`src/hdl/vend_consts.svh`:
```
`ifndef VEND_CONSTS_SVH
`define VEND_CONSTS_SVH

`define VEND_AMT_W          7     // Covers credit up to 120 cents.

`define VEND_COIN_NICKEL    5
`define VEND_COIN_DIME      10
`define VEND_COIN_QUARTER   25

`define VEND_PRICE_MIN      5
`define VEND_PRICE_MAX      95
`define VEND_PRICE_DEFAULT  30

`define VEND_ADDR_PRICE     8'h00
`define VEND_ADDR_SALES     8'h04
`define VEND_ADDR_REJECTS   8'h08
`define VEND_ADDR_STATUS    8'h0c

`endif

```
`src/hdl/vend_pkg.sv`:
```
`default_nettype none

`include "vend_consts.svh"

package vend_pkg;

    typedef logic [`VEND_AMT_W-1:0] amount_t;   // Cents.
    typedef logic [15:0]            count_t;

    typedef struct packed {
        logic nickel;
        logic dime;
        logic quarter;
    } coin_t;

    typedef struct packed {
        logic        psel;
        logic        penable;
        logic        pwrite;
        logic [7:0]  paddr;
        logic [31:0] pwdata;
    } apb_req_t;

    typedef struct packed {
        logic [31:0] prdata;
        logic        pready;
        logic        pslverr;
    } apb_rsp_t;

    typedef enum logic [1:0] {IDLE, COLLECT, VEND, PAYOUT} vend_state_e;

endpackage

`default_nettype wire

```
`src/hdl/coin_acceptor.sv`:
```
`timescale 1ns/100ps
`default_nettype none

module coin_acceptor (
    input  wire                clk,
    input  wire                rst_n,
    input  wire vend_pkg::coin_t coin_pins,
    input  wire                accept_en,
    output vend_pkg::coin_t    coin_evt,
    output logic               coin_valid,
    output logic               reject
);

    vend_pkg::coin_t sync1_q, sync2_q, prev_q;
    vend_pkg::coin_t pend_q, evt_q;
    vend_pkg::coin_t rise, avail, pick;

    assign rise  = sync2_q & ~prev_q;
    assign avail = pend_q | rise;

    // Highest value first, one coin per cycle.
    always_comb begin
        pick = '0;
        if (avail.quarter)
            pick.quarter = 1'b1;
        else if (avail.dime)
            pick.dime = 1'b1;
        else if (avail.nickel)
            pick.nickel = 1'b1;
    end

    always_ff @(posedge clk or negedge rst_n) begin
        if (!rst_n) begin
            sync1_q <= '0;
            sync2_q <= '0;
            prev_q  <= '0;
            pend_q  <= '0;
            evt_q   <= '0;
        end else begin
            sync1_q <= coin_pins;
            sync2_q <= sync1_q;
            prev_q  <= sync2_q;
            pend_q  <= avail & ~pick;           // Others wait their turn.
            evt_q   <= pick;
        end
    end

    assign coin_evt   = evt_q;
    assign coin_valid = (evt_q != '0) && accept_en;
    assign reject     = (evt_q != '0) && !accept_en;

endmodule

`default_nettype wire

```
`src/hdl/vend_fsm.sv`:
```
`timescale 1ns/100ps
`default_nettype none

`include "vend_consts.svh"

module vend_fsm (
    input  wire                clk,
    input  wire                rst_n,
    input  wire vend_pkg::coin_t coin_evt,
    input  wire                coin_valid,
    input  wire                coin_return,
    input  wire vend_pkg::amount_t price,
    output logic               accept_en,
    output logic               dispense,
    output vend_pkg::amount_t  credit,
    output logic               pay_start,
    output vend_pkg::amount_t  pay_amount,
    input  wire                pay_busy,
    output logic               busy
);

    vend_pkg::vend_state_e state_q, state_d;
    vend_pkg::amount_t     credit_q, credit_d;
    vend_pkg::amount_t     price_q;
    vend_pkg::amount_t     coin_val;
    vend_pkg::amount_t     sum;
    logic                  latch_price;

    always_comb begin
        coin_val = '0;
        if (coin_evt.quarter)
            coin_val = vend_pkg::amount_t'(`VEND_COIN_QUARTER);
        else if (coin_evt.dime)
            coin_val = vend_pkg::amount_t'(`VEND_COIN_DIME);
        else if (coin_evt.nickel)
            coin_val = vend_pkg::amount_t'(`VEND_COIN_NICKEL);
    end

    assign sum = credit_q + coin_val;

    // **********************************************************************
    // Next state and outputs
    // **********************************************************************
    always_comb begin
        state_d     = state_q;
        credit_d    = credit_q;
        latch_price = 1'b0;
        dispense    = 1'b0;
        pay_start   = 1'b0;
        pay_amount  = '0;
        case (state_q)
            vend_pkg::IDLE: begin
                if (coin_valid) begin
                    credit_d    = coin_val;
                    latch_price = 1'b1;             // New price applies here.
                    state_d     = (coin_val >= price) ? vend_pkg::VEND : vend_pkg::COLLECT;
                end
            end
            vend_pkg::COLLECT: begin
                if (coin_return) begin
                    pay_start  = 1'b1;              // Full refund.
                    pay_amount = credit_q;
                    state_d    = vend_pkg::PAYOUT;
                end else if (coin_valid) begin
                    credit_d = sum;
                    if (sum >= price_q)
                        state_d = vend_pkg::VEND;
                end
            end
            vend_pkg::VEND: begin
                dispense = 1'b1;
                if (credit_q != price_q) begin
                    pay_start  = 1'b1;
                    pay_amount = credit_q - price_q;
                    state_d    = vend_pkg::PAYOUT;
                end else begin
                    credit_d = '0;
                    state_d  = vend_pkg::IDLE;
                end
            end
            vend_pkg::PAYOUT: begin
                if (!pay_busy) begin
                    credit_d = '0;
                    state_d  = vend_pkg::IDLE;
                end
            end
            default: state_d = vend_pkg::IDLE;
        endcase
    end

    always_ff @(posedge clk or negedge rst_n) begin
        if (!rst_n) begin
            state_q  <= vend_pkg::IDLE;
            credit_q <= '0;
        end else begin
            state_q  <= state_d;
            credit_q <= credit_d;
        end
    end

    always_ff @(posedge clk) begin
        if (latch_price)
            price_q <= price;
    end

    // A coin racing a return request is rejected, not lost.
    assign accept_en = (state_q == vend_pkg::IDLE) ||
                       (state_q == vend_pkg::COLLECT && !coin_return);
    assign credit    = credit_q;
    assign busy      = (state_q != vend_pkg::IDLE);

endmodule

`default_nettype wire

```
`src/hdl/change_maker.sv`:
```
`timescale 1ns/100ps
`default_nettype none

`include "vend_consts.svh"

module change_maker (
    input  wire                clk,
    input  wire                rst_n,
    input  wire                pay_start,
    input  wire vend_pkg::amount_t pay_amount,
    output logic               pay_busy,
    output vend_pkg::coin_t    coin_out
);

    vend_pkg::amount_t remain_q;
    vend_pkg::amount_t coin_val;

    // Largest coin that still fits.
    always_comb begin
        coin_out = '0;
        coin_val = '0;
        if (remain_q >= vend_pkg::amount_t'(`VEND_COIN_QUARTER)) begin
            coin_out.quarter = 1'b1;
            coin_val         = vend_pkg::amount_t'(`VEND_COIN_QUARTER);
        end else if (remain_q >= vend_pkg::amount_t'(`VEND_COIN_DIME)) begin
            coin_out.dime = 1'b1;
            coin_val      = vend_pkg::amount_t'(`VEND_COIN_DIME);
        end else if (remain_q >= vend_pkg::amount_t'(`VEND_COIN_NICKEL)) begin
            coin_out.nickel = 1'b1;
            coin_val        = vend_pkg::amount_t'(`VEND_COIN_NICKEL);
        end
    end

    always_ff @(posedge clk or negedge rst_n) begin
        if (!rst_n) begin
            remain_q <= '0;
        end else if (pay_start) begin
            remain_q <= pay_amount;
        end else if (remain_q != '0) begin
            remain_q <= remain_q - coin_val;    // Always a multiple of 5.
        end
    end

    assign pay_busy = (remain_q != '0);

endmodule

`default_nettype wire

```
`src/hdl/vend_regs.sv`:
```
`timescale 1ns/100ps
`default_nettype none

`include "vend_consts.svh"

module vend_regs (
    input  wire                clk,
    input  wire                rst_n,
    input  wire vend_pkg::apb_req_t apb,
    output vend_pkg::apb_rsp_t apb_rsp,
    output vend_pkg::amount_t  price,
    input  wire                dispense,
    input  wire                reject,
    input  wire vend_pkg::amount_t credit,
    input  wire                busy
);

    vend_pkg::amount_t price_q;
    vend_pkg::count_t  sales_q;
    vend_pkg::count_t  rejects_q;

    logic wr_en;
    logic rd_en;
    logic price_ok;
    logic wr_err;

    assign wr_en = apb.psel && apb.penable && apb.pwrite;
    assign rd_en = apb.psel && apb.penable && !apb.pwrite;

    // Range and nickel granularity.
    assign price_ok = (apb.pwdata >= 32'(`VEND_PRICE_MIN)) &&
                      (apb.pwdata <= 32'(`VEND_PRICE_MAX)) &&
                      ((apb.pwdata[`VEND_AMT_W-1:0] % vend_pkg::amount_t'(`VEND_COIN_NICKEL))
                       == '0);

    always_comb begin
        wr_err = 1'b1;
        case (apb.paddr)
            `VEND_ADDR_PRICE:   wr_err = !price_ok;
            `VEND_ADDR_REJECTS: wr_err = 1'b0;
            default:            wr_err = 1'b1;  // SALES, STATUS, unmapped.
        endcase
    end

    // **********************************************************************
    // Register updates
    // **********************************************************************
    always_ff @(posedge clk or negedge rst_n) begin
        if (!rst_n) begin
            price_q   <= vend_pkg::amount_t'(`VEND_PRICE_DEFAULT);
            sales_q   <= '0;
            rejects_q <= '0;
        end else begin
            if (wr_en && apb.paddr == `VEND_ADDR_PRICE && price_ok)
                price_q <= apb.pwdata[`VEND_AMT_W-1:0];
            if (dispense && sales_q != '1)
                sales_q <= sales_q + 1'b1;          // Saturates.
            if (wr_en && apb.paddr == `VEND_ADDR_REJECTS)
                rejects_q <= '0;                    // Clear wins over a count.
            else if (reject && rejects_q != '1)
                rejects_q <= rejects_q + 1'b1;
        end
    end

    assign price = price_q;

    always_comb begin
        apb_rsp.prdata  = '0;
        apb_rsp.pready  = 1'b1;                     // No wait states.
        apb_rsp.pslverr = wr_en && wr_err;
        if (rd_en) begin
            case (apb.paddr)
                `VEND_ADDR_PRICE:   apb_rsp.prdata = 32'(price_q);
                `VEND_ADDR_SALES:   apb_rsp.prdata = 32'(sales_q);
                `VEND_ADDR_REJECTS: apb_rsp.prdata = 32'(rejects_q);
                `VEND_ADDR_STATUS:  apb_rsp.prdata = {23'd0, busy, 1'b0, credit};
                default:            apb_rsp.prdata = '0;
            endcase
        end
    end

endmodule

`default_nettype wire

```
`src/hdl/vending_top.sv`:
```
`timescale 1ns/100ps
`default_nettype none

module vending_top (
    input  wire                 clk,
    input  wire                 rst_n,
    input  wire vend_pkg::coin_t  coin_pins,
    input  wire                 coin_return,
    input  wire vend_pkg::apb_req_t apb,
    output vend_pkg::apb_rsp_t  apb_rsp,
    output logic                dispense,
    output vend_pkg::amount_t   credit,
    output vend_pkg::coin_t     coin_out,
    output logic                busy
);

    vend_pkg::coin_t   coin_evt;
    logic              coin_valid;
    logic              reject;
    logic              accept_en;
    vend_pkg::amount_t price;
    logic              pay_start;
    vend_pkg::amount_t pay_amount;
    logic              pay_busy;

    coin_acceptor u_acceptor (
        .clk        (clk),
        .rst_n      (rst_n),
        .coin_pins  (coin_pins),
        .accept_en  (accept_en),
        .coin_evt   (coin_evt),
        .coin_valid (coin_valid),
        .reject     (reject)
    );

    vend_fsm u_fsm (
        .clk         (clk),
        .rst_n       (rst_n),
        .coin_evt    (coin_evt),
        .coin_valid  (coin_valid),
        .coin_return (coin_return),
        .price       (price),
        .accept_en   (accept_en),
        .dispense    (dispense),
        .credit      (credit),
        .pay_start   (pay_start),
        .pay_amount  (pay_amount),
        .pay_busy    (pay_busy),
        .busy        (busy)
    );

    change_maker u_change (
        .clk        (clk),
        .rst_n      (rst_n),
        .pay_start  (pay_start),
        .pay_amount (pay_amount),
        .pay_busy   (pay_busy),
        .coin_out   (coin_out)
    );

    vend_regs u_regs (
        .clk      (clk),
        .rst_n    (rst_n),
        .apb      (apb),
        .apb_rsp  (apb_rsp),
        .price    (price),
        .dispense (dispense),
        .reject   (reject),
        .credit   (credit),
        .busy     (busy)
    );

endmodule

`default_nettype wire

```
`config.mk`:
```
export PLATFORM = sky130hd
export DESIGN_NAME = vending_top
export DESIGN_NICKNAME = d
export VERILOG_FILES = /design/src/hdl/vend_pkg.sv /design/src/hdl/coin_acceptor.sv /design/src/hdl/vend_fsm.sv /design/src/hdl/change_maker.sv /design/src/hdl/vend_regs.sv /design/src/hdl/vending_top.sv
export VERILOG_INCLUDE_DIRS = /design/src /design/src/hdl
export SDC_FILE = /design/constraint.sdc
export NUM_CORES = 1
export LEC_CHECK = 0
export BUFFER_PORTS_ARGS = -buffer_cell sky130_fd_sc_hd__buf_2
export CAP_MARGIN = 10
export CORE_ASPECT_RATIO = 1.25
export CORE_MARGIN = 10
export CORE_UTILIZATION = 62
export CTS_BUF_LIST = sky130_fd_sc_hd__clkbuf_4 sky130_fd_sc_hd__clkbuf_8 sky130_fd_sc_hd__clkbuf_16
export CTS_CLUSTER_SIZE = 28
export DETAILED_ROUTE_END_ITERATION = 8
export GPL_TIMING_DRIVEN = 0
export PLACE_DENSITY = 0.87
export SYNTH_ARGS = -nofsm -noshare
export SYNTH_HDL_FRONTEND = slang
export SYNTH_HIERARCHICAL = 1
export SYNTH_SLANG_ARGS = --single-unit
export TNS_END_PERCENT = 50
```
`constraint.sdc`:
```
create_clock -name clk -period 6.2 [get_ports clk]
set_input_delay 0.62 -clock clk [delete_from_list [all_inputs] [get_ports clk]]
set_output_delay 0.62 -clock clk [all_outputs]
set_load 0.1 [all_outputs]
```
Yosys cells after proc, flatten, opt, wreduce, memory -nomap -nowiden
Index checks and enable logic that the tools add are counted.
{"block": "totals", "register_bits": 77, "in_bits": 49, "wordCells": 131}
{"block": "op_classes", "n_addsub": 5, "div": 1, "magnitude_cmp": 7, "n_eq_ne": 16, "mux": 46, "bitwise": 5, "reduce_logical": 29}
{"op": "$mux 7", "count": 13}
{"op": "$pmux 16 s4", "count": 1}
{"op": "$add 16x1->16 const B", "count": 2}
{"op": "$ge 32x3->1 const B", "count": 1}
{"op": "$le 32x7->1 const B", "count": 1}
{"op": "$mux 16", "count": 2}
{"op": "$mux 32", "count": 1}
{"op": "$ne 16x16->1 const B", "count": 2}
{"op": "$pmux 7 s4", "count": 1}
{"op": "$mux 2", "count": 9}
{"op": "$eq 8x4->1 const B", "count": 2}
{"op": "$ge 7x7->1", "count": 2}
{"op": "$logic_and 1x1->1", "count": 14}
{"op": "$pmux 7 s2", "count": 1}
{"op": "$sub 7x7->7", "count": 2}
{"op": "$mux 1", "count": 13}
{"op": "$ne 2x2->1 const B", "count": 5}
{"op": "$eq 8x3->1 const B", "count": 1}
{"op": "$logic_not 8->1", "count": 1}
{"op": "$pmux 2 s4", "count": 1}
{"op": "$add 7x7->7", "count": 1}
{"op": "$ge 7x3->1 const B", "count": 1}
{"op": "$ge 7x4->1 const B", "count": 1}
{"op": "$ge 7x5->1 const B", "count": 1}
{"op": "other kinds (20)", "count": 30}

Logic depth before layout (Yosys ltp)
{"block": "depth", "ltp_word": 9, "ltp_mapped": 15, "ltp_nobuf": 15}

By module
Netlist, hierarchy kept.
{"module": "vend_regs", "n_inst": 1, "cells_per_inst": 282, "area_per_inst_um2": 2721.4}
{"module": "vend_fsm", "n_inst": 1, "cells_per_inst": 207, "area_per_inst_um2": 1796.7}
{"module": "change_maker", "n_inst": 1, "cells_per_inst": 66, "area_per_inst_um2": 586.8}
{"module": "coin_acceptor", "n_inst": 1, "cells_per_inst": 28, "area_per_inst_um2": 465.4}

Worst setup path before layout
Ideal clock, no wire load.
{"block": "synth_timing", "kind": "input -> output", "from": "in apb[2] (netlist name)", "to": "out apb_rsp[0] (netlist name)", "arrival_ps": 3697, "required_ps": 5580, "setup_slack_ps": 1883, "path_stages": 7, "path_buffers": 1, "path_cell_list": "buf_2 -> nor3b_1 -> o21ai_1 -> a32o_1 -> o2111a_2 -> and3_1 -> nor3_1"}
{"item": "start, declared", "line": "vending_top.sv:9", "text": "input wire vend_pkg::apb_req_t apb,"}
{"item": "end, declared", "line": "vending_top.sv:10", "text": "output vend_pkg::apb_rsp_t apb_rsp,"}

Worst setup path after layout
{"block": "layout_timing", "from": "reg u_acceptor.evt_q, in the netlist u_acceptor/coin_evt[0]", "to": "reg u_fsm.state_q[1]"}
{"block": "layout_via", "elab_chain_len": 5, "word_cells_on_any_way": 13, "classes_between": "add/sub: 1; order compare: 2; eq/ne: 3; mux: 4; reduce/logical: 3"}
{"item": "start, declared", "line": "coin_acceptor.sv:15", "text": "vend_pkg::coin_t pend_q, evt_q;"}
{"item": "start signal, assigned", "line": "coin_acceptor.sv:44", "text": "evt_q <= pick;"}
{"item": "$mux 7", "line": "vend_fsm.sv:31", "text": "if (coin_evt.quarter)"}
{"item": "$add 7x7->7 or $ge 7x7->1 (tied branches)", "line": "vend_fsm.sv:39, vend_fsm.sv:56"}
{"item": "$ge 7x7->1 or $mux 2 (tied branches)", "line": "vend_fsm.sv:66, vend_fsm.sv:56"}
{"item": "$ne 3x2->1 (no line) or $mux 2 (tied branches)"}
{"item": "$reduce_and 4->1 (no line) or $pmux 2 s4 (tied branches)"}
{"item": "end signal, assigned", "line": "vend_fsm.sv:93", "text": "state_q <= vend_pkg::IDLE;"}
{"item": "end signal, assigned", "line": "vend_fsm.sv:96", "text": "state_q <= state_d;"}
{"item": "end, declared", "line": "vend_fsm.sv:22", "text": "vend_pkg::vend_state_e state_q, state_d;"}
Parallel ways exist; a longest one is shown, timed or not. The select of a mux whose other input is x is not followed.
A chain may end at the register's enable or synchronous reset.

==> impl_metrics.yaml <==
run_status:
  status: "complete, no violations"
yosys:
  syn_area_per_cell_um2: 9.555
  netlist.area_leader.share: 0.2920
  synthFlopType: "dfrtp_1"
  synth_seq_cells: 76
  synth_largest_area_cell: "dfrtp_1"
  synthCells: 583
  yosysWarnings: 6
  async_flop_share: 0.9079
  yosysUniqueCellTypes: 86
  syn_area_um2: 5570
  synthTopCellsByArea: "dfrtp_1 29%, ha_1 7.6%, edfxtp_1 3.8%"
  synth_edf_count: 7
  yosysSeqAreaShare: 0.3486
drt:
  drt_pass1_iterations: 6
  dr.first_iter.drc_count: 326
  route.vias.total: 4965
  final_antenna_net_count: 0
  drc: 0
  post_drt_wl_per_cell_um: 18.41
  routed_wl_um: 14890
  vias_per_cell: 6.137
finish:
  area.growth.synth_to_final_pct: 13.88
  drive_above_1_share: 0.2438
  layout_commonest_cell: "buf_2"
  fin_util: 0.7251
  insertedDiodeCount: 0
  final_cell_mix: "81 x buf_2, 65 x dfrtp_1, 48 x nor2_1"
  fin_nets: 769
clocking:
  numCtsBuffers: 9
  cts_resized: 0
  hold_buffers: 0
  htree_levels: 3
  root_buffer: "clkbuf_8"
  clockBufferDepth: 2
  clk_pin_slew_ps: 100
  post_cts_buffers: 0
  cts_tree: "done"
  cts.sinks: 76
  clk_latency_ps: 360
sta:
  relSlewSlack: 0.3873
  rsz0062_at_grt: "no"
  hold_viol_final: 0
  tns_ps: 0
  fin_crit_ps: 4187
  worst_slew_pin_slew_ps: 917.1
  fmax_mhz: 238.8
  clock_skew_ps: 12.54
  post-route-period-util: 0.6753
  finalMaxSlewViolations: 0
  setup_viol: 0
critical_path:
  r2r_start: "u_acceptor/coin_evt[0]$_DFF_PN0_"
  ff2ff_path_depth: 12
  cp-end-kind: "register"
  crit_fanout: 10
  r2r-end: "u_fsm/state_q[1]$_DFFE_PN0P_"
  setup.worst_path.start_class: "register"
  worstPathArrival_ps: 4440
  critical_path.startpoint: "u_acceptor/coin_evt[0]$_DFF_PN0_"
  criticalPathCategory: "register to register"
  crit_required_ps: 6450
  r2r_slack_ps: 2010
floorplanning:
  floorplan.die.height_um: 126.0
  core_area_um2: 8748
  die_area_um2: 13200
  die_w_um: 104.8
  rows: 38
  initial_core_util: 0.6367
  ioPinCount: 95
min_path:
  hp-class: "register to register"
  hold_path_startpoint: "u_acceptor/sync1_q[1]$_DFF_PN0_"
  hold_end: "u_acceptor/sync2_q[1]$_DFF_PN0_"
  hold_depth: 0
power:
  power_leakage_uw: 0.002933
  finalPower_uw: 2600
  clockPowerShare: 0.145
  combPwrFrac: 0.566
  vdd_drop_max_uv: 214.6
  power.switching_uw: 1307
  swShare: 0.5028
  p_int_uw: 1292
  power_density_nw_per_um2: 409.8
  power_frac_seq: 0.289
job:
  cap_violations: 0
global_routing:
  track_usage: 0.2190
  grt_pass1_vias: 5091
  grt_pass1_wl_um: 24100
  grt_max_degree: 70
  grt-ovfl-total: 0
  antenna_found_initial: 0
place:
  dp.final_hpwl_um: 11410
  port_buffers: 75
  place_congestion: 0.9200
-- worst max-delay path, cell delays in order, from the launching register on --
cell and delay [ps]:
dfrtp_1 500, or2_2 400, nor2_1 280, ha_1 360
nor3_1 290, a2111oi_0 110, o21ai_0 360, xnor2_1 170
ha_1 320, nand2_1 70, or4_4 540, a221oi_2 360
mux2_4 330
-- cell usage after synthesis, types with 8 or more instances --
master	count
nor3_1	10
buf_4	19
a21oi_1	26
nor2_1	48
nor2b_1	21
o21ai_0	17
nor4_1	8
xor2_1	21
nand3_1	12
and3_1	9
ha_1	34
dfrtp_1	65
a22oi_1	15
nand2_1	44
mux2_2	8
nand4_1	14
xnor2_1	17
inv_1	37
-- worst max path at each step --
stage | to | slack (ps) | cells after the start
floorplan | apb_rsp[0] | 1880 | 7
global placement | u_fsm/state_q[1]$_DFFE_PN0P_ | 2220 | 12
detailed placement | u_fsm/state_q[1]$_DFFE_PN0P_ | 2120 | 12
CTS | u_fsm/state_q[1]$_DFFE_PN0P_ | 2080 | 12
global route | u_fsm/state_q[1]$_DFFE_PN0P_ | 1880 | 12
finish | u_fsm/state_q[1]$_DFFE_PN0P_ | 2010 | 12
-- sequential cells by signal (all words and copies together) (netlist names) --
| register | count |
|---|---|
| u_acceptor/coin_evt | 3 |
| u_change/remain_q | 7 |
| u_regs/sales_q | 16 |
| u_fsm/state_q | 2 |
| u_fsm/credit | 7 |
| u_acceptor/sync2_q | 3 |
| u_regs/rejects_q | 16 |
| u_acceptor/pend_q | 2 |
| u_acceptor/sync1_q | 3 |
| u_regs/price | 7 |
| u_fsm/price_q | 7 |
| u_acceptor/prev_q | 3 |
-- metal layers --
metal	share of wire	track usage
met1	0.36	0.2279
met2	0.53	0.4015
met4	0.043	0.1052
met3	0.066	0.05357
met5	0	0
-- kinds of logic after synthesis --
| logic type | count (synthesis) | share of synthesized area |
|---|---|---|
| flops | 76 | 0.3486 |
| buf+inv | 75 | 0.06806 |
| mux | 19 | 0.05324 |
| xor+xnor | 38 | 0.05975 |
| compound gates | 119 | 0.1597 |
| simple gates | 217 | 0.2239 |
| fa+ha+maj | 37 | 0.08536 |
| other cells | 2 | 0.001348 |
-- power by group through the flow --
stage	clock [uW]	sequential, uW	combinational, uW
final	376	752	1470
after global placement	0	749	1380
after global routing	401	766	1600
after detailed placement	0	757	1450
after CTS	384	748	1460
after floorplan	0	808	1080
-- through the flow --
step | hold WS [ps] | cells | setup WS, ps | cell area (um^2)
after floorplan | 324.4 | 598 | 1883 | 5627
after global routing | 339.8 | 809 | 1882 | 6344
after CTS | 347.7 | 809 | 2077 | 6344
final | 354.6 | 809 | 2013 | 6344
after detailed placement | 335.8 | 793 | 2116 | 6155
after global placement | 331.5 | 793 | 2220 | 6152
-- layout make-up --
| cell class | instances | area [um^2] |
|---|---|---|
| tap | 120 | 150.1 |
| multi-input combinational | 447 | 3306 |
| sequential | 76 | 1942 |
| timing repair buffer | 75 | 377.9 |
| inverter | 40 | 152.6 |
| clock buffer | 9 | 123.9 |
| buffer | 35 | 226.5 |
| fill | 650 | 2405 |
| clock inverter | 7 | 65.06 |
No activity file was read; power rests on OpenSTA's default activity.
